File: src/hw/snd_pkg.sv
// sound subsystem package with widths, address map, PSG constants and the sound bus request.
`default_nettype none

package snd_pkg;

    // the shared RAM holds 2K words of 16 bits, so it is 4 KB in total.
    localparam int RAM_AW = 11;

    // cen pulses per PSG step and the level added per attenuation step.
    localparam int PSG_DIV      = 16;
    localparam int PSG_DIV_W    = $clog2(PSG_DIV);
    localparam int PSG_AMP_STEP = 16;

    typedef logic [15:0]         cpu_addr_t;
    typedef logic [7:0]          byte_t;
    typedef logic [15:0]         word_t;
    typedef logic [RAM_AW-1:0]   ram_addr_t;
    typedef logic [1:0]          region_t;
    typedef logic signed [7:0]   dac_t;
    typedef logic signed [11:0]  psg_sample_t;
    typedef logic signed [15:0]  audio_t;

    // address bits 15 to 14 pick the region on the sound side.
    localparam region_t REGION_RAM   = 2'd0;
    localparam region_t REGION_PSG   = 2'd1;
    localparam region_t REGION_LATCH = 2'd2;
    localparam region_t REGION_INT   = 2'd3;

    typedef struct packed {
        logic      valid;
        logic      we;
        cpu_addr_t addr;
        byte_t     wdata;
    } snd_bus_req_t;

endpackage

`default_nettype wire

File: src/hw/snd_mixer.sv
// stereo mixer that adds the scaled DAC and PSG inputs into registered 16-bit outputs.
`timescale 1ns/1ns
`default_nettype none

module snd_mixer
    import snd_pkg::*;
(
    input  wire              clk,
    input  wire              rst,
    input  wire dac_t        dac_l,
    input  wire dac_t        dac_r,
    input  wire psg_sample_t psg_in,
    input  wire              sample_tick,
    output audio_t           snd_l,
    output audio_t           snd_r,
    output logic             sample
);

    audio_t psg_term;

    // dac times 128 reaches 15 bits and psg times 8 stays under that, so the sum fits.
    assign psg_term = {psg_in[11], psg_in, 3'd0};

    always_ff @(posedge clk) begin
        snd_l <= audio_t'({dac_l[7], dac_l, 7'd0}) + psg_term;
        snd_r <= audio_t'({dac_r[7], dac_r, 7'd0}) + psg_term;
    end

    always_ff @(posedge clk) begin
        if (rst) begin
            sample <= 1'b0;
        end else begin
            sample <= sample_tick;
        end
    end

endmodule

`default_nettype wire

File: config.mk
export PLATFORM = sky130hd
export DESIGN_NAME = snd_mixer
export DESIGN_NICKNAME = d
export VERILOG_FILES = /design/src/hw/snd_pkg.sv /design/src/hw/snd_mixer.sv
export SDC_FILE = /design/constraint.sdc
export NUM_CORES = 1
export LEC_CHECK = 0
export BUFFER_PORTS_ARGS = -buffer_cell sky130_fd_sc_hd__buf_2
export CORE_MARGIN = 5
export CORE_UTILIZATION = 43
export DETAILED_ROUTE_END_ITERATION = 6
export PLACE_DENSITY = 0.9
export SYNTH_ARGS = -nofsm -noshare
export SYNTH_HDL_FRONTEND = slang
export SYNTH_SLANG_ARGS = --single-unit
File: constraint.sdc
create_clock -name clk -period 1.7 [get_ports clk]
set_input_delay 0.085 -clock clk [delete_from_list [all_inputs] [get_ports clk]]
set_output_delay 0.085 -clock clk [all_outputs]
set_load 0.01 [all_outputs]
==> Word-level counts from Yosys, hierarchy flattened <==
Cells that the tools add are included.
{ "totals": {"ff_bits": 33, "word_cells": 5} }
{ "classes": {"add_sub_neg": 2} }
{ "op_table": {"columns": ["op", "n"], "rows": [
  ["$add A15 B15 Y16", 2]
]} }

==> Longest topological paths before layout <==
{ "depth": {"depth_word": 1, "ltp_mapped": 6, "ltp_nobuf": 6} }

==> Least setup slack after synthesis <==
No wires, ideal clock.
{ "synth_timing": {"path_type": "in2reg", "startpoint": "input port dac_r[0]", "endpoint": "register snd_r[15]", "setup_time_ps": 74, "t_arrival_ps": 1221, "path_slack_ps": 405, "stages": 6, "path_buffers": 0, "cell_sequence": "ha_1 fa_1 a21o_1 a21oi_1 o21ai_0 o21ai_0"} }
{ "synth_between": {"elab_chain_len": 1} }
{ "synth_rtl": {"columns": ["item", "line", "rtl"], "rows": [
  ["start: declaration", "snd_mixer.sv:11", "input wire dac_t dac_r,"],
  ["$add A15 B15 Y16", "snd_mixer.sv:26", "snd_r <= audio_t'({dac_r[7], dac_r, 7'd0}) + psg_term;"],
  ["end signal: assignment", "snd_mixer.sv:26", null],
  ["end: declaration", "snd_mixer.sv:15", "output audio_t snd_r,"]
]} }
Every way passes these cells.
A chain may end at the register's enable or synchronous reset.

==> Final worst setup path <==
{ "layout_timing": {"startpoint": "input port dac_l[0]", "endpoint": "register snd_l[15]"} }
{ "layout_between": {"elab_chain_len": 1} }
{ "layout_rtl": {"columns": ["item", "line", "rtl"], "rows": [
  ["start: declaration", "snd_mixer.sv:10", "input wire dac_t dac_l,"],
  ["$add A15 B15 Y16", "snd_mixer.sv:25", "snd_l <= audio_t'({dac_l[7], dac_l, 7'd0}) + psg_term;"],
  ["end signal: assignment", "snd_mixer.sv:25", null],
  ["end: declaration", "snd_mixer.sv:14", "output audio_t snd_l,"]
]} }
Every way passes these cells.

==> qor.txt <==
first-pass GRT wire length -> 4.38 mm
status -> finished, final reports clean
Vias/cell -> 5.06
die width -> 61.7 um
DR pass1 iterations -> 4
sequential group share of total power -> 47.9%
first-iteration detailed-routing DRC count -> 14
nets@finish -> 221
Final Wtd Congestion -> 0.781
main area contributors after synthesis -> dfxtp_1, ha_1, xnor2_1
crit-path max FO -> 3
CTS Buf Count -> 3
Comb power frac -> 32.2%
Initial Util -> 45.6%
Top delay family on crit path -> buffers and inverters
slowest stage delay, CP -> 530 ps
Clk pwr share -> 19.9%
period utilization -> 94.9%
global-route usage over all layers -> 16.0%
Fill cells -> 219
Setup crit start kind -> input pin
diode count -> 0
final setup vio count -> 0
Post-route DRC -> 0
sw frac -> 31.5%
final-report hold violation count -> 0
Period minus WS final -> 1610 ps
vias in the first global route -> 1033
grt ovf -> 0
FP Rows -> 18
post-route ant nets -> 0
WL/cell -> 14.8 um
root buffer cell -> clkbuf_4
Synth-to-Final Area Change -> 33.6%
Unique masters post-synth -> 24
PortBufs -> 57
Die Height -> 61.7 um
WS Path Type -> in -> reg
Post-synth EDFFs -> 0
LEAKAGE -> 0.805 nW
PwrDens -> 874 mW/mm^2
largest net degree at the start of global routing -> 14
core footprint -> 0.00252 mm^2
most frequently used flop master after synthesis -> dfxtp_1
fin cells -> 201
clock slew at reported path FFs -> 140 ps
CTS H-Tree Depth -> 1
synthesized flop and latch total -> 23
full die area -> 0.00381 mm^2
CTS Sinks -> 23
Via Count -> 1017
CTS tree -> built
critical path arrival -> 1890 ps
final-report max-slew violation count -> 0
Worst IR Drop VDD -> 525 uV
synthesized area per cell -> 10.8 um^2
dpl hpwl -> 2.36 mm
fraction of layout cells with a size suffix above 1 -> 37.4%
CP cell instances -> dlygate4sd3_1 -> buf_2 -> ha_1 -> fa_2 -> a21oi_1 -> nor2b_1 -> o21ai_0 -> a41o_1
ys async rst share -> 0%
Cells after Synth -> 106
clk buf depth -> 2
Crit. End Element -> flop
I/O Pins -> 64
RSZ-0062 raised after global routing -> false
synthesized area -> 0.00115 mm^2
initial antenna violation count -> 0
share of the synthesized area in the top cell type -> 40.0%
setup_tns -> 0 ps
FMAX -> 620 MHz
P_int -> 0.920 mW
NetSw -> 0.423 mW
maxcap violations -> 0
sequential area share after synthesis -> 40.0%
Min-Delay Path Class -> in -> reg
CP Buf/Inv Count -> 2
most frequent cell after synthesis -> dfxtp_1
worst path required time -> 1970 ps
drt total wl -> 2.98 mm
Placed Instances -> 188
Worst path slowest cell -> dlygate4sd3_1
Yosys top cell by area -> dfxtp_1
Post-synth top cells -> dfxtp_1, ha_1, buf_4
warnings from Yosys -> 0
[metal layers]
layer / global-route usage, % / up-vias / routed length [um]
met1: 15.7 / 475 / 1090
li1: - / 494 / -
met2: 30.5 / 44 / 1580
met4: 10.6 / 0 / 55
met5: 0 / - / 0
met3: 2.69 / 4 / 258
[power groups by stage]
stage / combinational [mW] / sequential [mW] / clock (mW)
after floorplan: 0.204 / 0.706 / 0
after global placement: 0.388 / 0.656 / 0
after detailed placement: 0.409 / 0.656 / 0
after CTS: 0.426 / 0.643 / 0.265
after global routing: 0.475 / 0.652 / 0.295
final: 0.432 / 0.644 / 0.267
[cells by family after synthesis]
kind of cell             after synthesis  synth area share (%)
buffers and inverters                 12                  7.18
other                                  1                 0.326
flip-flops                            23                  40.0
adder cells (fa/ha/maj)               18                  20.9
AND/OR/NAND/NOR                       11                  4.79
XOR/XNOR                              11                  8.38
AO/OA/AOI/OAI                         30                  18.4
[flip-flops by register name (all words and copies together), names as in the netlist]
register / flops
snd_l: 13
snd_r: 9
sample: 1
[timing repair]
item | in CTS | in global routing
resized for setup | 0 | 1
setup buffers | 0 | 0
hold buffers | 8 | 1
endpoints found under the setup margin | 0 | 2
endpoints found under the hold margin | 6 | 1
[through the flow]
| stage | power, mW | area, um^2 | util [%] | hold slack [ps] | setup WS (ps) |
|---|---|---|---|---|---|
| after global routing | 1.42 | 1540 | 60.9 | 71.0 | 0.845 |
| after global placement | 1.04 | 1420 | 56.2 | 187 | 207 |
| final | 1.34 | 1540 | 60.9 | 85.9 | 86.1 |
| after CTS | 1.33 | 1520 | 60.4 | 21.0 | 29.5 |
| after floorplan | 0.910 | 1170 | - | 113 | 405 |
| after detailed placement | 1.06 | 1420 | 56.2 | 189 | 165 |
[final timing paths]
check / startpoint / endpoint / slack, ps / depth (start not counted)
min: dac_l[1] / snd_l[8] / 90 / 2
max: dac_l[0] / snd_l[15] / 90 / 8
[final cells by class]
cell class / instances / area (um^2) / area share [%]
Tap cell: 30 / 37.5 / 2.44
Sequential cell: 23 / 460 / 30.0
Multi-Input combinational cell: 76 / 628 / 40.9
Inverter: 2 / 7.51 / 0.489
Timing Repair Buffer: 66 / 375 / 24.4
Clock buffer: 3 / 22.5 / 1.47
Clock inverter: 1 / 5.00 / 0.326
[cells in the final DEF, fill, tap and decap left out]
master	Yosys	layout
nor2b_1	3	3
a221oi_2	1	1
nand2_1	1	1
conb_1	1	6
a41o_1	1	1
a21o_1	9	9
o21ai_0	5	5
a21oi_1	5	5
nor3_1	1	1
fa_2	0	1
xnor2_1	9	9
buf_2	0	57
xor2_1	2	2
dlygate4sd3_1	0	9
inv_1	2	2
fa_1	2	1
a211oi_1	4	4
clkinv_2	0	1
dfxtp_1	23	23
o21bai_1	2	2
nor2_1	4	4
a2111oi_0	1	1
a41oi_1	1	1
nand3_1	1	1
a31oi_1	1	1
ha_1	16	16
and3_2	1	1
clkbuf_4	0	3
Note: power is estimated with default switching activity, not from simulation.
