### src/hw/snd_pkg.sv
// sound subsystem package with widths, address map, PSG constants and the sound bus request.
`default_nettype none

package snd_pkg;

    // the shared RAM holds 2K words of 16 bits, so it is 4 KB in total.
    localparam int RAM_AW = 11;

    // cen pulses per PSG step and the level added per attenuation step.
    localparam int PSG_DIV      = 16;
    localparam int PSG_DIV_W    = $clog2(PSG_DIV);
    localparam int PSG_AMP_STEP = 16;

    typedef logic [15:0]         cpu_addr_t;
    typedef logic [7:0]          byte_t;
    typedef logic [15:0]         word_t;
    typedef logic [RAM_AW-1:0]   ram_addr_t;
    typedef logic [1:0]          region_t;
    typedef logic signed [7:0]   dac_t;
    typedef logic signed [11:0]  psg_sample_t;
    typedef logic signed [15:0]  audio_t;

    // address bits 15 to 14 pick the region on the sound side.
    localparam region_t REGION_RAM   = 2'd0;
    localparam region_t REGION_PSG   = 2'd1;
    localparam region_t REGION_LATCH = 2'd2;
    localparam region_t REGION_INT   = 2'd3;

    typedef struct packed {
        logic      valid;
        logic      we;
        cpu_addr_t addr;
        byte_t     wdata;
    } snd_bus_req_t;

endpackage

`default_nettype wire

### src/hw/snd_bus_decode.sv
// sound-side address decoder with chip selects, read-data mux, main latch and interrupt pulse.
`timescale 1ns/1ns
`default_nettype none

module snd_bus_decode
    import snd_pkg::*;
(
    input  wire               clk,
    input  wire               rst,
    input  wire snd_bus_req_t snd_req,
    input  wire byte_t        snd_latch,
    input  wire byte_t        ram_lsb,
    input  wire byte_t        ram_msb,
    output byte_t             snd_rdata,
    output ram_addr_t         ram_addr,
    output byte_t             ram_wdata,
    output logic [1:0]        ram_we,
    output logic              psg_we,
    output byte_t             psg_data,
    output byte_t             main_latch,
    output logic              main_int5
);

    region_t req_region;
    logic    wr;
    logic    ram_wr;
    logic    int_wr;
    logic    latch_wr;

    // state of the read issued in the previous cycle.
    logic    rd_valid;
    region_t rd_region;
    logic    rd_lane;
    byte_t   rd_latch;

    assign req_region = snd_req.addr[15:14];
    assign wr         = snd_req.valid && snd_req.we;
    assign ram_wr     = wr && req_region == REGION_RAM;
    assign int_wr     = wr && req_region == REGION_INT;
    assign latch_wr   = wr && req_region == REGION_LATCH;

    // bit 0 picks the byte lane, bits 11 to 1 the word.
    assign ram_addr  = snd_req.addr[11:1];
    assign ram_wdata = snd_req.wdata;
    assign ram_we    = {2{ram_wr}} & {snd_req.addr[0], ~snd_req.addr[0]};

    assign psg_we   = wr && req_region == REGION_PSG;
    assign psg_data = snd_req.wdata;

    always_ff @(posedge clk) begin
        if (rst) begin
            rd_valid   <= 1'b0;
            main_latch <= '0;
            main_int5  <= 1'b0;
        end else begin
            rd_valid  <= snd_req.valid && !snd_req.we;
            main_int5 <= int_wr;
            if (latch_wr) begin
                main_latch <= snd_req.wdata;
            end
        end
    end

    // the latch is sampled with the request so the reply matches the request cycle.
    always_ff @(posedge clk) begin
        rd_region <= req_region;
        rd_lane   <= snd_req.addr[0];
        rd_latch  <= snd_latch;
    end

    // the RAM output is registered, so the reply is picked one cycle after the request.
    always_comb begin
        snd_rdata = '0;
        if (rd_valid) begin
            case (rd_region)
                REGION_RAM:   snd_rdata = rd_lane ? ram_msb : ram_lsb;
                REGION_LATCH: snd_rdata = rd_latch;
                default:      snd_rdata = '0;
            endcase
        end
    end

    assert property (@(posedge clk) disable iff (rst) $onehot0({ram_wr, psg_we, int_wr}))
        else $error("bus decode: more than one write strobe active");

endmodule

`default_nettype wire

### config.mk
export PLATFORM = sky130hd
export DESIGN_NAME = snd_bus_decode
export DESIGN_NICKNAME = d
export VERILOG_FILES = /design/src/hw/snd_pkg.sv /design/src/hw/snd_bus_decode.sv
export SDC_FILE = /design/constraint.sdc
export NUM_CORES = 1
export LEC_CHECK = 0
export BUFFER_PORTS_ARGS = -buffer_cell sky130_fd_sc_hd__buf_4
export CAP_MARGIN = 20
export CELL_PAD_IN_SITES_DETAIL_PLACEMENT = 0
export CELL_PAD_IN_SITES_GLOBAL_PLACEMENT = 1
export CORE_MARGIN = 3
export CORE_UTILIZATION = 28
export CTS_BUF_LIST = sky130_fd_sc_hd__clkbuf_4 sky130_fd_sc_hd__clkbuf_8 sky130_fd_sc_hd__clkbuf_16
export CTS_CLUSTER_SIZE = 14
export DETAILED_ROUTE_END_ITERATION = 6
export PLACE_DENSITY_LB_ADDON = 0.1
export SYNTH_ARGS = -nofsm -noshare
export SYNTH_HDL_FRONTEND = slang
export SYNTH_SLANG_ARGS = --single-unit
export TNS_END_PERCENT = 100
### constraint.sdc
create_clock -name clk -period 3.1 [get_ports clk]
set_clock_uncertainty 0.2 [all_clocks]
set_input_delay 0.155 -clock clk [delete_from_list [all_inputs] [get_ports clk]]
set_output_delay 0.155 -clock clk [all_outputs]
set_load 0.01 [all_outputs]
* Word-level counts from Yosys, hierarchy flattened
Index checks and enable logic that the tools add are counted.
** Operators by class
- Equal/unequal tests :: 4
- Multiplexer cells :: 3
- Bitwise operators :: 2
- Reductions and logical operators :: 9
** Operators with widths (number)
- 2-to-1 mux 8 bit :: 2
- one-hot mux 8 bit (2 select lines) :: 1
- equality test 2 bit (second input constant) :: 3
- logical AND 1 bit :: 6
- zero test 2 bit :: 2
- AND 2 bit :: 1
- equality test 2 x 1 -> 1 bit (second input constant) :: 1
- zero test 1 bit :: 1
- inverter 1 bit :: 1
** Storage, ports and cells
- Register bits :: 21
- Bits of input ports :: 52
- Word-level logic and storage cells :: 24

* Depth between registers and ports, before layout
Gate-level depths: netlist (run 1).
- Depth in word-level cells :: 3
- Depth in mapped cells :: 3
- Mapped depth without buffers :: 2

* Worst setup path after synthesis (run 1)
No wires, ideal clock.
- Kind :: register -> output
- From :: register rd_lane
- To :: output snd_rdata[0]
- Data arrival time :: 0.974 ns
- Data required time :: 2.745 ns
- Setup slack :: 1.771 ns
- Cell stages (with the launch flop) :: 4
- Cell sequence :: dfxtp_1 -> buf_6 -> mux2_4 -> o211a_1
** On the way
- Cells in the longest elaborated chain, start to end :: 3
** Ends and longest elaborated chain
- start: declaration :: line snd_bus_decode.sv:33 : logic rd_lane;
- start signal: assignment :: line snd_bus_decode.sv:67 : rd_lane <= snd_req.addr[0];
- 2-to-1 mux 8 bit :: line snd_bus_decode.sv:76 : REGION_RAM: snd_rdata = rd_lane ? ram_msb : ram_lsb;
- one-hot mux 8 bit (2 select lines) :: line snd_bus_decode.sv:75 : case (rd_region)
- 2-to-1 mux 8 bit :: line snd_bus_decode.sv:74 : if (rd_valid) begin
- end: declaration :: line snd_bus_decode.sv:14 : output byte_t snd_rdata,
Every way passes these cells.

* Final worst setup path (run 1)
- From :: register rd_lane
- To :: output snd_rdata[7]
Same word-level chain as after synthesis.

==> results.md, run 1 <==
* Clk Latency, worst-skew pair at about 0.25 ns
* Sequential Power Share at between 40% and 50%
* Fin cells at approximately 230
* Clock slew at reported path FFs at roughly 0.07 ns
* First-pass GRT wire length at 4547 µm
* Core ar. at 3826 µm²
* Via density at roughly 4.2
* EDFF count, synth at 0
* Placed cells at 200
* Synth Register Bits at 21
* CTS buffer count at 3
* Largest family of logic cells by synthesized area: buffers and inverters
* Min-delay worst type: input port to register
* Fmax at between 0.5 and 0.6 GHz
* Ratio of cells with drive above 1 in the final layout at between 40% and 50%
* Drt wl/cell at around 12 µm
* Synth unique cells at 18
* DR vias at approximately 960
* Synth top area share at 36.32%
* CP startpoint kind: register
* Nets at 231
* Arrival time worst endpoint at between 1.5 and 2 ns
* Mapped Area at approximately 1200 µm²
* N_diodes at 0
* Switching power of the nets at approximately 0.13 mW
* Ys Warns at 0
* VDD IR max at 0.1543 mV
* Number of gates resized after cts at 0
* WL final at between 2000 and 3000 µm
* Initial antenna violation count at 0
* Fin crit period at 1.932 ns
* Final core occ at around 47%
* Sw Share at a little over a fifth
* Prevailing post-synth register cell: dfxtp_1
* Die width at ~70 µm
* Fin Setup TNS at 0 ns
* Leak Pwr at slightly above 0.9 nW
* DRC at 0
* Post-DP HPWL at between 1500 and 2000 µm
* Die H at between 70 and 80 µm
* Count leader, synth: buf_4
* First drt pass iteration count at 4
* Post-synthesis xor/xnor area fraction at 0%
* CP required at about 2.7 ns
* Core Rows at 22
* Synth Instances at 110
* Syn-to-layout area delta at 55.89%
* Critical Path End Type: output port
* Setup CP Type: register to output port
* Tcrit/Tclk final at 62.31%
* Worst slew pin tran at approximately 0.58 ns
* Pin count of the biggest net entering global routing at 19
* Setup-failing EPs final at 0
* Antenna viol nets, final at 0
* Synth Area per Inst at 10.52 µm²
* Worst-path fanout max at 8
* WHS at between 0.01 and 0.015 ns
* Area fraction in and, or, nand and nor cells after synthesis at a little under a fifth
* Clock Sinks at 21
* 1st-iter DRT viols at 14
* Compound-Gate Fraction of Synth Area at under 10%
* Top Ports at between 90 and 100
* Synthesized-area fraction occupied by adder cells at 0%
* Slew margin rel. at about three fifths
* CTS H-tree depth at 1
* Clock power share at between 20% and 30%
* Seq/Total Area, Yosys at 36.32%
* Commonest cells post-synth: buf_4 (27), dfxtp_1 (21), nand2b_1 (16)
* RePlAce Congestion at around 0.73
* Leading post-synthesis cells by cell area: dfxtp_1 (36%), buf_4 (18%), mux2_4 (10%)
* Post-synthesis async set-or-reset flop share at 0%
* Status: finished, final reports clean
* CTS Buffer Depth at 2
* Internal power at between 0.4 and 0.5 mW
* Root buffer cell: clkbuf_8
* Starting Density at a little under a third
* Port Buf Inserts at 74
* Final Hold Fails at 0
* Post-synth top area cell: dfxtp_1
* Max cap viols at 0
* All-Layer GR Usage at 11.04%
* Number of global-route vias before repair at roughly 1.0k
* Slew Viols, Final at 0
* Post-synthesis mux area share at 17.30%
* Comb pwr share at 22.3%
* Gr ovfl total at 0
* CTS tree: done
* Die area at around 4900 µm²
* Syn_nets at between 150 and 200
* Pwr dens at between 300 and 400 nW/µm²
* RSZ-0062 raised after global routing: no
-- critical path, stage by stage (launching register included) --
cell and delay, ns:
dfxtp_1 0.63, mux2_4 0.34, o211a_1 0.21, buf_4 0.14
-- through the flow --
| stage | worst slack [ns] | instance area [µm²] | total power, mW |
|---|---|---|---|
| after floorplan | 1.771 | 1157 | 0.3671 |
| after global placement | 1.432 | 1535 | 0.4056 |
| after detailed placement | 1.420 | 1535 | 0.4072 |
| after CTS | 1.146 | 1804 | 0.6159 |
| after global routing | 1.113 | 1804 | 0.6352 |
| final | 1.168 | 1804 | 0.6014 |
-- path summary, 6_finish.rpt --
path | slack (ns) | startpoint | depth (start not counted) | end
worst min-delay path | 0.01 | snd_req[25] | 3 | main_int5
worst max register to register | 2.31 | main_latch[5] | 2 | main_latch[5]
worst max-delay path | 1.17 | rd_lane | 3 | snd_rdata[7]
worst min register to register | 0.27 | main_latch[6] | 2 | main_latch[6]
-- routing by layer --
metal | GRT usage [%] | part of all wire [%]
met1 | 13.08 | 41
met2 | 19.02 | 48
met3 | 2.734 | 9.6
met4 | 4.043 | 1.3
met5 | 0 | 0
-- timing repair --
action	4_1_cts	5_1_grt
buffers inserted	0	0
hold buffers	22	0
endpoints found under the hold margin	21	0
-- logic make-up after synthesis --
group | count (synthesis)
mux | 16
simple gates | 33
buf+inv | 32
compound gates | 8
flops | 21
-- flip-flops by register name (all words and copies together) (netlist names) --
signal,count
main_int5,1
main_latch,8
rd_lane,1
rd_latch,8
rd_region,2
rd_valid,1
-- final cells by class --
class                   count  area [µm²]
fillers                   355        2022
flip-flops and latches     21       420.4
clock buffers               4       48.80
multi-input cells          57       499.2
repair buffers             96       775.7
well taps                  48       60.06
-- cells in the final DEF (no fill, tap or decap), drive strengths merged --
cell type / count
or2b: 8
nand2: 1
clkbuf: 4
mux2: 8
nor4: 1
nand3: 1
nand2b: 16
buf: 74
nor3b: 2
dfxtp: 21
nor2: 1
mux2i: 8
and4b: 1
dlygate4sd3: 22
nor4b: 1
nor2b: 1
o211a: 8
-- power by group through the flow --
stage	clock network (mW)	logic [mW]	registers (mW)
global route	0.200	0.145	0.289
finish	0.179	0.134	0.288
global placement	0	0.111	0.294
CTS	0.193	0.135	0.288
detailed placement	0	0.113	0.295
floorplan	0	0.0764	0.291
Power figures use the tool's default switching activity.
==> run 2: changes to the inputs <==
--- a/config.mk
+++ b/config.mk
@@ -10,7 +10,7 @@
 export CELL_PAD_IN_SITES_DETAIL_PLACEMENT = 0
 export CELL_PAD_IN_SITES_GLOBAL_PLACEMENT = 1
 export CORE_MARGIN = 3
-export CORE_UTILIZATION = 28
+export CORE_UTILIZATION = 23
 export CTS_BUF_LIST = sky130_fd_sc_hd__clkbuf_4 sky130_fd_sc_hd__clkbuf_8 sky130_fd_sc_hd__clkbuf_16
 export CTS_CLUSTER_SIZE = 14
 export DETAILED_ROUTE_END_ITERATION = 6
==> constraint.sdc (replaced) <==
create_clock -name clk -period 1.7 [get_ports clk]
set_clock_uncertainty 0.2 [all_clocks]
set_input_delay 0.085 -clock clk [delete_from_list [all_inputs] [get_ports clk]]
set_output_delay 0.085 -clock clk [all_outputs]
set_load 0.01 [all_outputs]
==> run 2 against run 1 <==
Clock-buffer cell count did not move. Cell count rose by 15%. Clock power rose by 91%. Combinational power rose by 120%. Sequential power rose by 81%. Worst setup slack got worse by 1.1 ns. Die area rose by 20%. Sequential cell count did not move. Non-clock buffer count rose by 16. Cell area rose by 12%.
==> results.md, run 2 (same netlist as run 1, synthesis figures left out) <==
* Status: finished, final reports clean (unchanged)
* Cell area after layout at 2018 µm² (was 1804 µm²)
* Switching power of the nets at 0.2627 mW (was 0.1294 mW)
* Syn-to-layout area delta at 74.38% (was 55.89%)
* Fin crit period at about 1.7 ns
* Register Area at 422.9 µm² (was 420.4 µm²)
* Setup bufs post-CTS at 0 (unchanged)
* Final Hold Fails at 0 (unchanged)
* Fin cells at 261 (was 226)
* Gr ovfl total at 0 (unchanged)
* Die width at 76.94 µm (was 70.29 µm)
* CTS Buffer Depth at 2 (unchanged)
* RSZ-0062 raised after global routing: yes (was no)
* Clock slew at reported path FFs at 0.08 ns (was 0.07 ns)
* VDD IR max at 0.2218 mV (was 0.1543 mV)
* Fin Setup TNS at 0 ns (unchanged)
* CTS buffer count at 3 (unchanged)
* Die H at 76.94 µm (was 70.29 µm)
* Number of global-route vias before repair at 1023 (was 1029)
* Slew Viols, Final at 0 (unchanged)
* Fmax at around 0.6 GHz
* Worst-path fanout max at 8 (unchanged)
* Clock power share at 29.6% (was 29.8%)
* Top Ports at 99 (unchanged)
* Via density at 3.954 (was 4.230)
* Nets at 247 (was 231)
* All-Layer GR Usage at 9.641% (was 11.04%)
* Placed cells at 223 (was 200)
* 1st-iter DRT viols at 12 (was 14)
* Commonest non-fill, non-tap cells in the layout: buf_4 (69), dlygate4sd3_1 (34), dfxtp_1 (19) (was buf_4 (74), dlygate4sd3_1 (22), dfxtp_1 (21))
* Min-delay worst type: input port to register (unchanged)
* Arrival time worst endpoint at 1.39 ns (was 1.58 ns)
* Most common cell after layout, fill and taps aside: buf_4 (unchanged)
* Power after layout at 1.151 mW (was 0.6014 mW)
* Critical-path cell list: buf_8 -> mux2_4 -> o211a_1 -> buf_6 (was mux2_4 -> o211a_1 -> buf_4)
* WL final at 2939 µm (was 2749 µm)
* Port Buf Inserts at 74 (unchanged)
* Initial antenna violation count at 0 (unchanged)
* Leak Pwr at 1.005 nW (was 0.9239 nW)
* Dpl cell area at 1589 µm² (was 1535 µm²)
* RePlAce Congestion at 0.7231 (was 0.7253)
* Multi-input gate area at 499.2 µm² (unchanged)
* Post-DP HPWL at 2036 µm (was 1977 µm)
* Die area at 5919 µm² (was 4941 µm²)
* Largest delay contributor family on the critical path: flip-flops (unchanged)
* Max incr delay on CP at 0.34 ns (was 0.63 ns)
* Setup-failing EPs final at 0 (unchanged)
* Sw Share at 22.83% (was 21.52%)
* First-pass GRT wire length at 4657 µm (was 4547 µm)
* First drt pass iteration count at 4 (unchanged)
* Worst slew pin tran at 0.4975 ns (was 0.5819 ns)
* Pin count of the biggest net entering global routing at 19 (unchanged)
* Sequential Power Share at 45.2% (was 47.9%)
* CP startpoint kind: register (unchanged)
* Antenna viol nets, final at 0 (unchanged)
* Comb pwr share at 25.1% (was 22.3%)
* Root buffer cell: clkbuf_8 (unchanged)
* Tcrit/Tclk final at 98.41%
* Core Rows at 25 (was 22)
* Drt wl/cell at 11.26 µm (was 12.16 µm)
* Bufs and invs on worst path at 2 (was 1)
* Pwr dens at 570.1 nW/µm² (was 333.3 nW/µm²)
* Setup CP Type: register to output port (unchanged)
* CTS tree: done (unchanged)
* Ratio of cells with drive above 1 in the final layout at 47.42% (was 48.31%)
* CP required at 1.41 ns (was 2.74 ns)
* Clock Sinks at 21 (unchanged)
* Worst path slowest cell: dfxtp_2 (was dfxtp_1)
* CTS H-tree depth at 1 (unchanged)
* DR vias at 1032 (was 956)
* N_diodes at 0 (unchanged)
* DRC at 0 (unchanged)
* Internal power at 0.8880 mW (was 0.4720 mW)
* Max cap viols at 0 (unchanged)
* Clk Latency, worst-skew pair at 0.25 ns (about the same)
* Slew margin rel. at 66.81% (was 61.13%)
* Starting Density at 24.18% (was 30.25%)
* Core ar. at 4786 µm² (was 3826 µm²)
* Regs by FF count: main_latch (8), rd_latch (8), rd_region (2) (unchanged)
* FILL cells at 484 (was 355)
* Critical Path End Type: output port (unchanged)
* WHS at 0.2702 ns (was 0.01290 ns)
-- run 2: stage by stage --
| stage | setup WS [ns] | util (%) |
|---|---|---|
| 2_1_floorplan | 0.4409 | - |
| 3_3_place_gp | 0.2695 | 33.20 |
| 3_5_place_dp | 0.2624 | 33.20 |
| 4_1_cts | 0.001144 | 41.44 |
| 5_1_grt | -0.02787 | 42.17 |
| 6_report | 0.02707 | 42.17 |
-- run 2: final cells by class --
cell class	count	share of cell area [%]
clock buffers	4	2.418
multi-input cells	57	24.74
flip-flops and latches	21	20.95
well taps	67	4.154
repair buffers	112	47.74
-- run 2: power by group through the flow --
stage	combinational (mW)	clock, mW	sequential [mW]
2_1_floorplan	0.139	0	0.530
3_3_place_gp	0.215	0	0.531
3_5_place_dp	0.217	0	0.532
4_1_cts	0.288	0.359	0.521
5_1_grt	0.311	0.383	0.524
6_report	0.289	0.341	0.520
-- run 2: path summary, 6_finish.rpt --
kind                    to     startpoint  slack, ns  depth (start not counted)
max           snd_rdata[7]        rd_lane       0.03                          4
min            rd_latch[1]   snd_latch[1]       0.27                          2
max reg2reg  main_latch[1]  main_latch[1]       0.92                          2
min reg2reg  main_latch[2]  main_latch[2]       0.27                          2
-- run 2: metal layers --
layer | share of wire [%] | track usage (%) | routed length [µm]
met1 | 41 | 10.83 | 1208
met4 | 0.85 | 3.261 | 25
met2 | 47 | 16.72 | 1395
met3 | 11 | 3.521 | 309
met5 | 0 | 0 | 0
-- run 2: repair_timing --
| action | in CTS | in global routing |
|---|---|---|
| gates resized for setup | 2 | 10 |
| endpoints found under the hold margin | 32 | 0 |
| hold buffers | 34 | 0 |
| setup endpoints to repair | 8 | 8 |
