<file path="config.mk">
export PLATFORM = sky130hd
export DESIGN_NAME = snd_psg
export DESIGN_NICKNAME = d
export VERILOG_FILES = /design/src/hw/snd_pkg.sv /design/src/hw/snd_psg.sv
export SDC_FILE = /design/constraint.sdc
export NUM_CORES = 1
export LEC_CHECK = 0
export BUFFER_PORTS_ARGS = -buffer_cell sky130_fd_sc_hd__buf_2
export CAP_MARGIN = 20
export CORE_ASPECT_RATIO = 0.8
export CORE_UTILIZATION = 50
export DETAILED_ROUTE_END_ITERATION = 8
export GPL_ROUTABILITY_DRIVEN = 0
export GPL_TIMING_DRIVEN = 1
export PLACE_DENSITY = 0.67
export RECOVER_POWER = 100
export SLEW_MARGIN = 20
export SYNTH_ARGS = -nofsm -noshare
export SYNTH_HDL_FRONTEND = slang
export SYNTH_SLANG_ARGS = --single-unit
</file>
<file path="constraint.sdc">
create_clock -name clk -period 5.02 [get_ports clk]
set_input_delay 0.502 -clock clk [delete_from_list [all_inputs] [get_ports clk]]
set_output_delay 0.502 -clock clk [all_outputs]
set_load 0.01 [all_outputs]
</file>
<file path="src/hw/snd_pkg.sv">
// sound subsystem package with widths, address map, PSG constants and the sound bus request.
`default_nettype none

package snd_pkg;

    // the shared RAM holds 2K words of 16 bits, so it is 4 KB in total.
    localparam int RAM_AW = 11;

    // cen pulses per PSG step and the level added per attenuation step.
    localparam int PSG_DIV      = 16;
    localparam int PSG_DIV_W    = $clog2(PSG_DIV);
    localparam int PSG_AMP_STEP = 16;

    typedef logic [15:0]         cpu_addr_t;
    typedef logic [7:0]          byte_t;
    typedef logic [15:0]         word_t;
    typedef logic [RAM_AW-1:0]   ram_addr_t;
    typedef logic [1:0]          region_t;
    typedef logic signed [7:0]   dac_t;
    typedef logic signed [11:0]  psg_sample_t;
    typedef logic signed [15:0]  audio_t;

    // address bits 15 to 14 pick the region on the sound side.
    localparam region_t REGION_RAM   = 2'd0;
    localparam region_t REGION_PSG   = 2'd1;
    localparam region_t REGION_LATCH = 2'd2;
    localparam region_t REGION_INT   = 2'd3;

    typedef struct packed {
        logic      valid;
        logic      we;
        cpu_addr_t addr;
        byte_t     wdata;
    } snd_bus_req_t;

endpackage

`default_nettype wire

</file>
<file path="src/hw/snd_psg.sv">
// programmable sound generator with three square-wave tones and one LFSR noise channel.
`timescale 1ns/1ns
`default_nettype none

module snd_psg
    import snd_pkg::*;
(
    input  wire         clk,
    input  wire         rst,
    input  wire         cen,
    input  wire         we,
    input  wire byte_t  data,
    output psg_sample_t psg_out,
    output logic        sample_tick
);

    logic [9:0] tone_period [3];
    logic [3:0] tone_att [3];
    logic [2:0] noise_ctrl;
    logic [3:0] noise_att;
    logic [1:0] tone_idx;
    logic       noise_wr;

    logic [PSG_DIV_W-1:0] div_cnt;
    logic                 step;

    logic [9:0]  tone_cnt [3];
    logic [2:0]  tone_exp;
    logic [2:0]  tone_pol;

    logic [14:0] lfsr;
    logic [1:0]  noise_pre;
    logic        noise_shift;
    logic        noise_fb;

    assign noise_wr = we && data[7] && data[6:4] == 3'd6;

    // register writes. A latch byte carries the index, a data byte the period's upper bits.
    always_ff @(posedge clk) begin
        if (rst) begin
            for (int i = 0; i < 3; i++) begin
                tone_period[i] <= '0;
                tone_att[i]    <= 4'hf;
            end
            noise_ctrl <= '0;
            noise_att  <= 4'hf;
            tone_idx   <= '0;
        end else if (we) begin
            if (data[7]) begin
                case (data[6:4])
                    3'd0, 3'd2, 3'd4: begin
                        tone_period[data[6:5]][3:0] <= data[3:0];
                        tone_idx <= data[6:5];
                    end
                    3'd1, 3'd3, 3'd5: tone_att[data[6:5]] <= data[3:0];
                    3'd6:             noise_ctrl <= data[2:0];
                    default:          noise_att <= data[3:0];
                endcase
            end else begin
                tone_period[tone_idx][9:4] <= data[5:0];
            end
        end
    end

    // one step every PSG_DIV clock enables.
    assign step = cen && div_cnt == PSG_DIV_W'(PSG_DIV - 1);

    always_ff @(posedge clk) begin
        if (rst) begin
            div_cnt     <= '0;
            sample_tick <= 1'b0;
        end else begin
            sample_tick <= step;
            if (step) begin
                div_cnt <= '0;
            end else if (cen) begin
                div_cnt <= div_cnt + 1'b1;
            end
        end
    end

    always_comb begin
        for (int i = 0; i < 3; i++) begin
            tone_exp[i] = tone_cnt[i] <= 10'd1;
        end
    end

    // a zero period reloads as one, so the channel then flips on every step.
    always_ff @(posedge clk) begin
        if (rst) begin
            for (int i = 0; i < 3; i++) begin
                tone_cnt[i] <= '0;
            end
            tone_pol <= '0;
        end else if (step) begin
            for (int i = 0; i < 3; i++) begin
                if (tone_exp[i]) begin
                    tone_cnt[i] <= (tone_period[i] == '0) ? 10'd1 : tone_period[i];
                    tone_pol[i] <= ~tone_pol[i];
                end else begin
                    tone_cnt[i] <= tone_cnt[i] - 1'b1;
                end
            end
        end
    end

    // noise rate from control bits 1 to 0. Rate 3 follows the rising edge of tone 2.
    always_comb begin
        case (noise_ctrl[1:0])
            2'd0:    noise_shift = step;
            2'd1:    noise_shift = step && noise_pre[0];
            2'd2:    noise_shift = step && (&noise_pre);
            default: noise_shift = step && tone_exp[2] && !tone_pol[2];
        endcase
    end

    // control bit 2 selects white noise, otherwise the LFSR just rotates a single bit.
    assign noise_fb = noise_ctrl[2] ? lfsr[0] ^ lfsr[1] : lfsr[0];

    always_ff @(posedge clk) begin
        if (rst) begin
            noise_pre <= '0;
        end else if (step) begin
            noise_pre <= noise_pre + 1'b1;
        end
        if (rst || noise_wr) begin
            lfsr <= 15'h4000;
        end else if (noise_shift) begin
            lfsr <= {noise_fb, lfsr[14:1]};
        end
    end

    function automatic psg_sample_t chan_level(input logic pol, input logic [3:0] att);
        psg_sample_t mag;
        mag = psg_sample_t'({8'd0, 4'd15 - att}) * psg_sample_t'(PSG_AMP_STEP);
        return pol ? mag : -mag;
    endfunction

    assign psg_out = chan_level(tone_pol[0], tone_att[0])
                   + chan_level(tone_pol[1], tone_att[1])
                   + chan_level(tone_pol[2], tone_att[2])
                   + chan_level(lfsr[0], noise_att);

    // data bytes always land on one of the three tone periods.
    assert property (@(posedge clk) disable iff (rst) tone_idx < 2'd3)
        else $error("psg: latched tone index %0d out of range", tone_idx);

endmodule

`default_nettype wire

</file>
# ---- Word-level counts from Yosys, hierarchy flattened
# Memories as Yosys holds them, arrays and structs flattened.
# Cells that the tools add are included.
# W data, S select, Z words.
dict set report word_totals {
  n_memories 3
  register_bits 34
  ram_bits 72
}
dict set report classes {
  n_bitwise 11
  addsub 16
  magnitude_cmp 3
  eq_ne 9
  muxes 64
  reduce_logical 28
}
# name depth width rd rd_ports_with_merged_regs write_ports line
set mem_list {}
lappend mem_list {tone_cnt 3 10 3 0 3 snd_psg.sv:27} ;# logic [9:0] tone_cnt [3];
lappend mem_list {tone_period 3 10 3 0 3 snd_psg.sv:17} ;# logic [9:0] tone_period [3];
lappend mem_list {tone_att 3 4 3 0 3 snd_psg.sv:18} ;# logic [3:0] tone_att [3];
# operator n
set op_table {}
lappend op_table {{$mux W10} 11}
lappend op_table {{$mux W12} 4}
lappend op_table {{$neg A8 Y12} 4}
lappend op_table {{$mux W1} 42}
lappend op_table {{$add A12 B12 Y12} 3}
lappend op_table {{$le A10 B1 Y1 const B} 3}
lappend op_table {{$logic_not A10 Y1} 3}
lappend op_table {{$sub A10 B1 Y10 const B} 3}
lappend op_table {{$reduce_or A10 Y1} 2}
lappend op_table {{$sub A4 B4 Y4 const A} 4}
lappend op_table {{$mux W2} 5}
lappend op_table {{$eq A3 B3 Y1 const B} 3}
lappend op_table {{$reduce_and A3 Y1} 3}
lappend op_table {{$reduce_and A2 Y1} 4}
lappend op_table {{$logic_and A1 B1 Y1} 7}
lappend op_table {{$reduce_or A7 Y1} 1}
lappend op_table {{$eq A3 B2 Y1 const B} 2}
lappend op_table {{$or A1 B1 Y1} 6}
lappend op_table {{$reduce_or A3 Y1} 2}
lappend op_table {{$add A4 B1 Y4 const B} 1}
lappend op_table {{$eq A4 B4 Y1 const B} 1}
lappend op_table {{$mux W4} 1}
lappend op_table {{$not A1 Y1} 4}
lappend op_table {{$reduce_or A4 Y1} 1}
lappend op_table {{11 further kinds} 11}

# ---- Longest topological paths before layout
# Gate-level depths: netlist (run 1).
dict set report logic_depth {
  depth_word 10
  ltp_mapped 14
}

# ---- Worst setup path before layout (run 1)
# Ideal clock, no wire load.
dict set report synth_timing {
  kind {register to output}
  start {mem tone_att[0][0]}
  end {out psg_out[11]}
  arrival_time_ps 3215
  path_stages_with_launch 15
  slack_ps 1303
  required_ps 4518
  path_cell_list {edfxtp_1 ha_1 inv_1 mux2i_1 fa_1 inv_1 fa_1 inv_1 ha_1 fa_1 a21oi_1 nor2_1 nor2_1 o21ai_0 xnor2_1}
}
# item line
set synth_lines {}
lappend synth_lines {{start: declaration} snd_psg.sv:18}
lappend synth_lines {{end: declaration} snd_psg.sv:13} ;# output psg_sample_t psg_out,

==> Implementation_results.wiki, run 1 <==
{| class="wikitable"
! Metric !! Value
|-
| Num Clock Sinks || 106
|-
| Global-route wire length before repair || 19.00 mm
|-
| Area growth from synthesis to final layout || 7.880%
|-
| HPWL reported at the end of detailed placement || 8.203 mm
|-
| Netlist Area Pre-Place || 5859 sq um
|-
| Final setup violation count || 0
|-
| Initial antenna violation count || 0
|-
| Number of synthesized register bits || 106
|-
| Gates resized, CTS repair || 0
|-
| Number of standard cells after synthesis || 565
|-
| Quantity of I/O buffers inserted on ports || 20
|-
| Number of optimization iterations in the first detailed-route pass || 4
|-
| Average instance area after synthesis || 10.37 sq um
|-
| Die outline width || 123.0 um
|-
| Number of primary I/O pins || 25
|-
| Longest Clk Path Bufs || 2
|-
| Number of distinct library cell variants in the gate-level netlist after synthesis || 47
|-
| Max cap viols || 2
|-
| Worst slack after detailed placement || 1.090 ns
|-
| Number of global-route vias before repair || 3966
|-
| Type of the worst setup path || register to output port
|-
| Commonest cells after routing, fill and taps aside || sky130_fd_sc_hd__edfxtp_1 (72), sky130_fd_sc_hd__nor2_1 (68), sky130_fd_sc_hd__nand2_1 (55), sky130_fd_sc_hd__inv_1 (38), sky130_fd_sc_hd__dfxtp_1 (34)
|-
| Crit path time final || 4.317 ns
|-
| Worst-path maximum fanout || 3
|-
| Register area share after synthesis || 0.4852
|-
| Cell-by-cell trace of the critical path || ha_1, inv_1, mux2i_1, fa_1, inv_1, fa_1, inv_1, ha_1, fa_1, a21oi_1, nor2_1, nor2_1, o21ai_0, xnor2_1, clkbuf_1
|-
| Period utilisation layout || 0.8600
|-
| Worst-case setup margin in the final layout || 0.7026 ns
|-
| Async S/R FF share, synth || 0
|-
| Total count of hold-check failures in the final report || 0
|-
| Post-CTS Setup Repair Bufs || 0
|-
| Maximum level of the CTS H-tree || 3
|-
| Number of nets with antenna violations after detailed routing || 0
|-
| IR drop worst, VDD || 0.0001655 V
|-
| Total of warnings raised by yosys || 0
|-
| Iter 0 DRT Violations || 317
|-
| Maximum number of pins on one net before global-route repair || 34
|-
| Initial core utilization || 0.5257
|-
| Number of cells on the worst reg-to-reg path || 7
|-
| Total Wirelength || 11.10 mm
|-
| Power per unit of standard cell area || 323.8 nW/um^2
|-
| Required time reported for the critical path endpoint || 4.52 ns
|-
| Latest clock arrival within the worst-skew pair || 0.35 ns
|-
| Status || finished with violations
|-
| Max Fclk || 231.6 MHz
|-
| Avg Vias per Cell || 5.533
|-
| Share of cells above drive strength 1 || 0.04795
|-
| Data arrival time of the critical path || 3.82 ns
|-
| Clock tree from TritonCTS || yes
|-
| Root Buffer || sky130_fd_sc_hd__clkbuf_16
|-
| Die area || 12160 sq um
|-
| Worst path max stage delay || 0.54 ns
|-
| Number of DRC violations after detailed routing || 0
|-
| Cts bufs inserted || 9
|-
| Skew final || 0.006109 ns
|-
| CP max-delay cell || sky130_fd_sc_hd__fa_1
|-
| Drt wl/cell || 15.24 um
|-
| Via Count || 4028
|-
| Clock Pin Slew Worst Setup and Hold Paths || 0.07 ns
|-
| Final max-slew violation count || 50
|-
| Height of the die || 98.83 um
|-
| P_leak || 2.469 nW
|-
| Count of inserted antenna diode cells || 0
|-
| Failing checks || capacitance limit, slew limit
|-
| Count of nets after finishing || 630
|-
| Final sum of negative setup slack || 0 ns
|-
| Top FF cell, synth || sky130_fd_sc_hd__edfxtp_1
|-
| Cts hold-fix bufs || 0
|-
| Endpoint type of the worst setup path || output port
|-
| Count of flip-flops with a built-in enable after synthesis || 72
|-
| Worst hold path cell count || 2
|-
| Total congestion overflow after global routing || 0
|-
| Unrepaired setup endpoints after global routing || no
|-
| Max-slew headroom || -0.6963
|-
| Row Count || 34
|-
| Final Total Pwr || 2.047 mW
|-
| Core Footprint || 11150 sq um
|-
| Min-delay worst type || register to register
|-
| Overall routing resource usage || 0.2022
|-
| Most common cell after layout, fill and taps aside || sky130_fd_sc_hd__edfxtp_1
|-
| Transition time at the pin with the least slew margin || 2.518 ns
|-
| Launching element type of the critical path || register
|}
[kinds of logic (layout without fill, tap and decap cells)]
group / after synthesis / count (layout) / synth area share
adders and majority gates: 39 / 39 / 0.09994
other: 1 / 4 / 0.0006400
and+or+nand+nor: 219 / 219 / 0.1828
buffers and inverters: 60 / 76 / 0.04356
xor gates and xnor gates: 40 / 40 / 0.05979
DFF: 106 / 106 / 0.4852
muxes: 29 / 29 / 0.04997
AOI/OAI and AO/OA: 71 / 71 / 0.07816
[synthesized netlist by cell type (2+ instances only)]
| master | count | area, sq um |
|---|---|---|
| sky130_fd_sc_hd__mux2i_1 | 27 | 270.3 |
| sky130_fd_sc_hd__buf_4 | 4 | 30.03 |
| sky130_fd_sc_hd__and2_1 | 16 | 100.1 |
| sky130_fd_sc_hd__nand2_1 | 55 | 206.5 |
| sky130_fd_sc_hd__o21bai_1 | 3 | 22.52 |
| sky130_fd_sc_hd__nand2b_1 | 12 | 75.07 |
| sky130_fd_sc_hd__nor3_1 | 14 | 70.07 |
| sky130_fd_sc_hd__clkbuf_1 | 16 | 60.06 |
| sky130_fd_sc_hd__fa_1 | 13 | 260.3 |
| sky130_fd_sc_hd__nand3_1 | 2 | 10.01 |
| sky130_fd_sc_hd__nor4_1 | 15 | 93.84 |
| sky130_fd_sc_hd__or3_1 | 14 | 87.58 |
| sky130_fd_sc_hd__a211oi_1 | 8 | 60.06 |
| sky130_fd_sc_hd__or4_1 | 2 | 15.01 |
| sky130_fd_sc_hd__a21o_1 | 5 | 37.54 |
| sky130_fd_sc_hd__xnor2_1 | 24 | 210.2 |
| sky130_fd_sc_hd__edfxtp_1 | 72 | 2162 |
| sky130_fd_sc_hd__or2_2 | 4 | 25.02 |
| sky130_fd_sc_hd__a311oi_1 | 3 | 26.28 |
| sky130_fd_sc_hd__a31o_2 | 3 | 26.28 |
| sky130_fd_sc_hd__buf_6 | 2 | 22.52 |
| sky130_fd_sc_hd__o21ai_0 | 29 | 145.1 |
| sky130_fd_sc_hd__ha_1 | 26 | 325.3 |
| sky130_fd_sc_hd__o2111ai_1 | 2 | 17.52 |
| sky130_fd_sc_hd__a21oi_1 | 8 | 40.04 |
| sky130_fd_sc_hd__and3_1 | 4 | 25.02 |
| sky130_fd_sc_hd__nor2_1 | 68 | 255.2 |
| sky130_fd_sc_hd__xor2_1 | 16 | 140.1 |
| sky130_fd_sc_hd__a211o_1 | 4 | 35.03 |
| sky130_fd_sc_hd__dfxtp_1 | 34 | 680.7 |
| sky130_fd_sc_hd__inv_1 | 38 | 142.6 |
| sky130_fd_sc_hd__nor3b_1 | 3 | 22.52 |
| sky130_fd_sc_hd__mux2_2 | 2 | 22.52 |
| sky130_fd_sc_hd__nand4_1 | 3 | 18.77 |
| sky130_fd_sc_hd__nor3b_2 | 2 | 25.02 |
[critical path, delay by kind of cell (launching register included)]
kind                       cells  cell delay (ns)
adders and majority gates      5             1.99
DFF                            1             0.43
AOI/OAI and AO/OA              2             0.31
buffers and inverters          4             0.31
and+or+nand+nor                2             0.20
xor gates and xnor gates       1             0.14
muxes                          1             0.08
[layer usage]
| metal | vias up | track usage | part of all wire |
|---|---|---|---|
| li1 | 1989 | - | - |
| met1 | 1932 | 0.2962 | 0.50 |
| met2 | 95 | 0.2999 | 0.43 |
| met3 | 12 | 0.04745 | 0.060 |
| met4 | 0 | 0.05561 | 0.012 |
| met5 | - | 0 | 0 |
[through the flow]
step                      hold WS (ns)  instances  utilization  cell area (sq um)
after floorplan                 0.4304        568            -               5871
after global placement          0.4473        712       0.5431               6053
after detailed placement        0.4612        712       0.5431               6053
after CTS                       0.4631        728       0.5709               6364
after global routing            0.4933        728       0.5671               6321
final                           0.4645        728       0.5671               6321
[cell type report]
type	instances	area, sq um
Sequential cell	106	2843
Timing Repair Buffer	22	92.59
Tap cell	144	180.2
Clock buffer	10	229.0
Fill cell	961	4825
Inverter	38	142.6
Clock inverter	6	81.33
Multi-Input combinational cell	402	2753
[registers in the layout, indices dropped and copies added, names as in the netlist]
| signal | count |
|---|---|
| noise_att | 4 |
| tone_pol | 3 |
| lfsr | 15 |
| sample_tick | 1 |
| tone_att | 12 |
| div_cnt | 4 |
| tone_idx | 2 |
| tone_cnt | 30 |
| tone_period | 30 |
| noise_ctrl | 3 |
| noise_pre | 2 |
[final timing paths]
kind                                start                    end  slack (ns)
min reg2reg         lfsr[14]$_SDFFE_PP1P_  lfsr[13]$_SDFFE_PP0P_        0.46
max          tone_att[0][0]$_SDFFCE_PN1P_            psg_out[11]        0.70
max reg2reg    noise_ctrl[0]$_SDFFE_PP0P_  lfsr[14]$_SDFFE_PP1P_        1.46
min                 lfsr[14]$_SDFFE_PP1P_  lfsr[13]$_SDFFE_PP0P_        0.46
[where the power goes]
group,switching [mW],leakage [nW],internal [mW],total [mW]
logic,0.197,1.30,0.132,0.329
clock network,0.300,0.152,0.434,0.734
registers,0.0249,1.02,0.959,0.984
total,0.522,2.47,1.52,2.05
Power figures use the tool's default switching activity.
==> inputs of run 2 (changes only) <==
Settings changed: CORE_UTILIZATION 50 to 60, PLACE_DENSITY 0.67 to 0.78, SLEW_MARGIN 20 to unset.
==> Implementation_results.wiki, run 2 (synthesis results as in run 1) <==
{| class="wikitable"
! Metric !! Value
|-
| Status || finished with violations
|-
| Failing checks || capacitance limit, slew limit
|-
| Crit path time final || 4.356 ns (+0.03815 ns)
|-
| Number of global-route vias before repair || 3983 (+0.43%)
|-
| Clock network power share || 0.364 (+0.006)
|-
| Root Buffer || sky130_fd_sc_hd__clkbuf_16
|-
| Initial antenna violation count || 1 (+1)
|-
| Total congestion overflow after global routing || 0 (unchanged)
|-
| Gates resized, CTS repair || 0 (unchanged)
|-
| Switching component of the power || 0.5358 mW (+2.6%)
|-
| Count of inserted antenna diode cells || 0 (unchanged)
|-
| Total Wirelength || 11.22 mm (+1.1%)
|-
| Via Count || 4053 (+0.62%)
|-
| Final max-slew violation count || 50 (unchanged)
|-
| Row Count || 31 (-8.8%)
|-
| Worst-path maximum fanout || 3 (unchanged)
|-
| Max Fclk || 229.6 MHz (-0.88%)
|-
| Number of optimization iterations in the first detailed-route pass || 4 (unchanged)
|-
| Clock tree from TritonCTS || yes
|-
| Longest Clk Path Bufs || 2 (unchanged)
|-
| Global-route wire length before repair || 19.06 mm (+0.33%)
|-
| Endpoint type of the worst setup path || output port
|-
| Int Pwr || 1.532 mW (+0.49%)
|-
| Period utilisation layout || 0.8676 (+0.007600)
|-
| Post-Route Hold Slack || 0.4714 ns (+0.006862 ns)
|-
| Total count of hold-check failures in the final report || 0 (unchanged)
|-
| Cts hold-fix bufs || 0 (unchanged)
|-
| Max cap viols || 2 (unchanged)
|-
| P_leak || 2.474 nW (+0.19%)
|-
| Combinational power share || 0.160 (about the same)
|-
| Num Clock Sinks || 106 (unchanged)
|-
| IR drop worst, VDD || 0.0002489 V (+50%)
|-
| Filler Cell Count || 676 (-30%)
|-
| Switching Fraction || 0.2591 (+0.004058)
|-
| Max-slew headroom || -0.7285 (-0.03218)
|-
| Post-Layout Inst Area || 6307 sq um (-0.22%)
|-
| Maximum level of the CTS H-tree || 3 (unchanged)
|-
| Min-delay worst type || register to register
|-
| Latest clock arrival within the worst-skew pair || 0.34 ns (about the same)
|-
| Count of nets after finishing || 630 (unchanged)
|-
| Most common cell after layout, fill and taps aside || sky130_fd_sc_hd__edfxtp_1
|-
| HPWL reported at the end of detailed placement || 8.151 mm (-0.64%)
|-
| Core Footprint || 9270 sq um (-17%)
|-
| Data arrival time of the critical path || 3.85 ns (+0.03 ns)
|-
| Maximum number of pins on one net before global-route repair || 34 (unchanged)
|-
| Die outline width || 112.5 um (-8.6%)
|-
| Avg Vias per Cell || 5.798 (+4.8%)
|-
| Height of the die || 90.39 um (-8.5%)
|-
| Launching element type of the critical path || register
|-
| Final sum of negative setup slack || 0 ns (unchanged)
|-
| Iter 0 DRT Violations || 279 (-12%)
|-
| Sequential power share || 0.476 (-0.005)
|-
| Cts bufs inserted || 9 (unchanged)
|-
| Unrepaired setup endpoints after global routing || no
|-
| Power per unit of standard cell area || 327.9 nW/um^2 (+1.3%)
|-
| Number of nets with antenna violations after detailed routing || 0 (unchanged)
|-
| Initial core utilization || 0.6321 (+0.1064)
|-
| Area growth from synthesis to final layout || 7.645%
|-
| Regs by FF count || tone_cnt x30, tone_period x30, lfsr x15
|-
| Type of the worst setup path || register to output port
|-
| Transition time at the pin with the least slew margin || 2.566 ns (+0.04776 ns)
|-
| Final setup violation count || 0 (unchanged)
|-
| Commonest cells after routing, fill and taps aside || sky130_fd_sc_hd__edfxtp_1 (72), sky130_fd_sc_hd__nor2_1 (68), sky130_fd_sc_hd__nand2_1 (55), sky130_fd_sc_hd__inv_1 (38), sky130_fd_sc_hd__dfxtp_1 (34)
|-
| Post-CTS Setup Repair Bufs || 0 (unchanged)
|-
| Post-Place Cell Area || 6017 sq um (-0.60%)
|-
| Quantity of I/O buffers inserted on ports || 20 (unchanged)
|-
| Clock Pin Slew Worst Setup and Hold Paths || 0.07 ns (about the same)
|-
| Required time reported for the critical path endpoint || 4.52 ns (about the same)
|-
| Overall routing resource usage || 0.2400 (+0.03779)
|-
| Number of primary I/O pins || 25 (unchanged)
|-
| Die area || 10170 sq um (-16%)
|-
| Skew final || 0.008936 ns (+0.002827 ns)
|-
| Number of DRC violations after detailed routing || 0 (unchanged)
|-
| Share of cells above drive strength 1 || 0.05479 (+0.006849)
|-
| Drt wl/cell || 16.05 um (+5.3%)
|}
## run 2: cell count changes in the layout (fill, tap and decap cells not counted), sizes merged
cell,change
clkinvlp,+1
clkinv,-1
clkbuf,-1
inv,+1
## run 2: layout make-up
cell class                      count  area, sq um  area share
Clock buffer                        9        225.2     0.03571
Clock inverter                      7        102.6     0.01627
Inverter                           38        142.6     0.02261
Multi-Input combinational cell    402         2758      0.4372
Sequential cell                   106         2843      0.4507
Tap cell                          115        143.9     0.02281
Timing Repair Buffer               22        92.59     0.01468
## run 2: layer usage
metal	vias to the layer above	global-route usage	wire length (um)	part of all wire
li1	1992	-	-	-
met1	1954	0.3232	5382	0.48
met2	87	0.3913	5180	0.46
met3	18	0.05302	504	0.045
met4	2	0.07000	133	0.012
met5	-	0	17	0.0015
## run 2: final timing paths
check	cells past startpoint	startpoint	endpoint	slack, ns
worst min-delay path	2	lfsr[10]$_SDFFE_PP0P_	lfsr[9]$_SDFFE_PP0P_	0.47
worst min register to register	2	lfsr[10]$_SDFFE_PP0P_	lfsr[9]$_SDFFE_PP0P_	0.47
worst max register to register	7	tone_cnt[2][0]$_DFFE_PP_	lfsr[14]$_SDFFE_PP1P_	1.40
worst max-delay path	15	tone_att[0][0]$_SDFFCE_PN1P_	psg_out[11]	0.66
## run 2: stage by stage
stage,std cells,setup WS (ns),power [mW],util
after floorplan,568,1.303,1.246,-
after global placement,683,1.154,1.331,0.6491
after detailed placement,683,1.058,1.346,0.6491
after CTS,699,0.6749,2.090,0.6844
after global routing,699,0.4321,2.158,0.6804
final,699,0.6645,2.068,0.6804
## run 2: worst max-delay path, cell delays in order, from the launching register on
cell and delay [ns]:
sky130_fd_sc_hd__edfxtp_1 0.42, sky130_fd_sc_hd__ha_1 0.31, sky130_fd_sc_hd__inv_1 0.05, sky130_fd_sc_hd__mux2i_1 0.08, sky130_fd_sc_hd__fa_1 0.54, sky130_fd_sc_hd__inv_1 0.06, sky130_fd_sc_hd__fa_1 0.54, sky130_fd_sc_hd__inv_1 0.04
sky130_fd_sc_hd__ha_1 0.21, sky130_fd_sc_hd__fa_1 0.40, sky130_fd_sc_hd__a21oi_1 0.16, sky130_fd_sc_hd__nor2_1 0.05, sky130_fd_sc_hd__nor2_1 0.18, sky130_fd_sc_hd__o21ai_0 0.15, sky130_fd_sc_hd__xnor2_1 0.15, sky130_fd_sc_hd__clkbuf_1 0.17
## run 2: power groups by stage
stage,Clock (mW),Sequential [mW],Combinational [mW]
6_report,0.754,0.983,0.331
5_1_grt,0.795,0.987,0.376
4_1_cts,0.761,0.982,0.347
3_5_place_dp,0,1.00,0.345
3_3_place_gp,0,1.00,0.331
2_1_floorplan,0,0.994,0.252
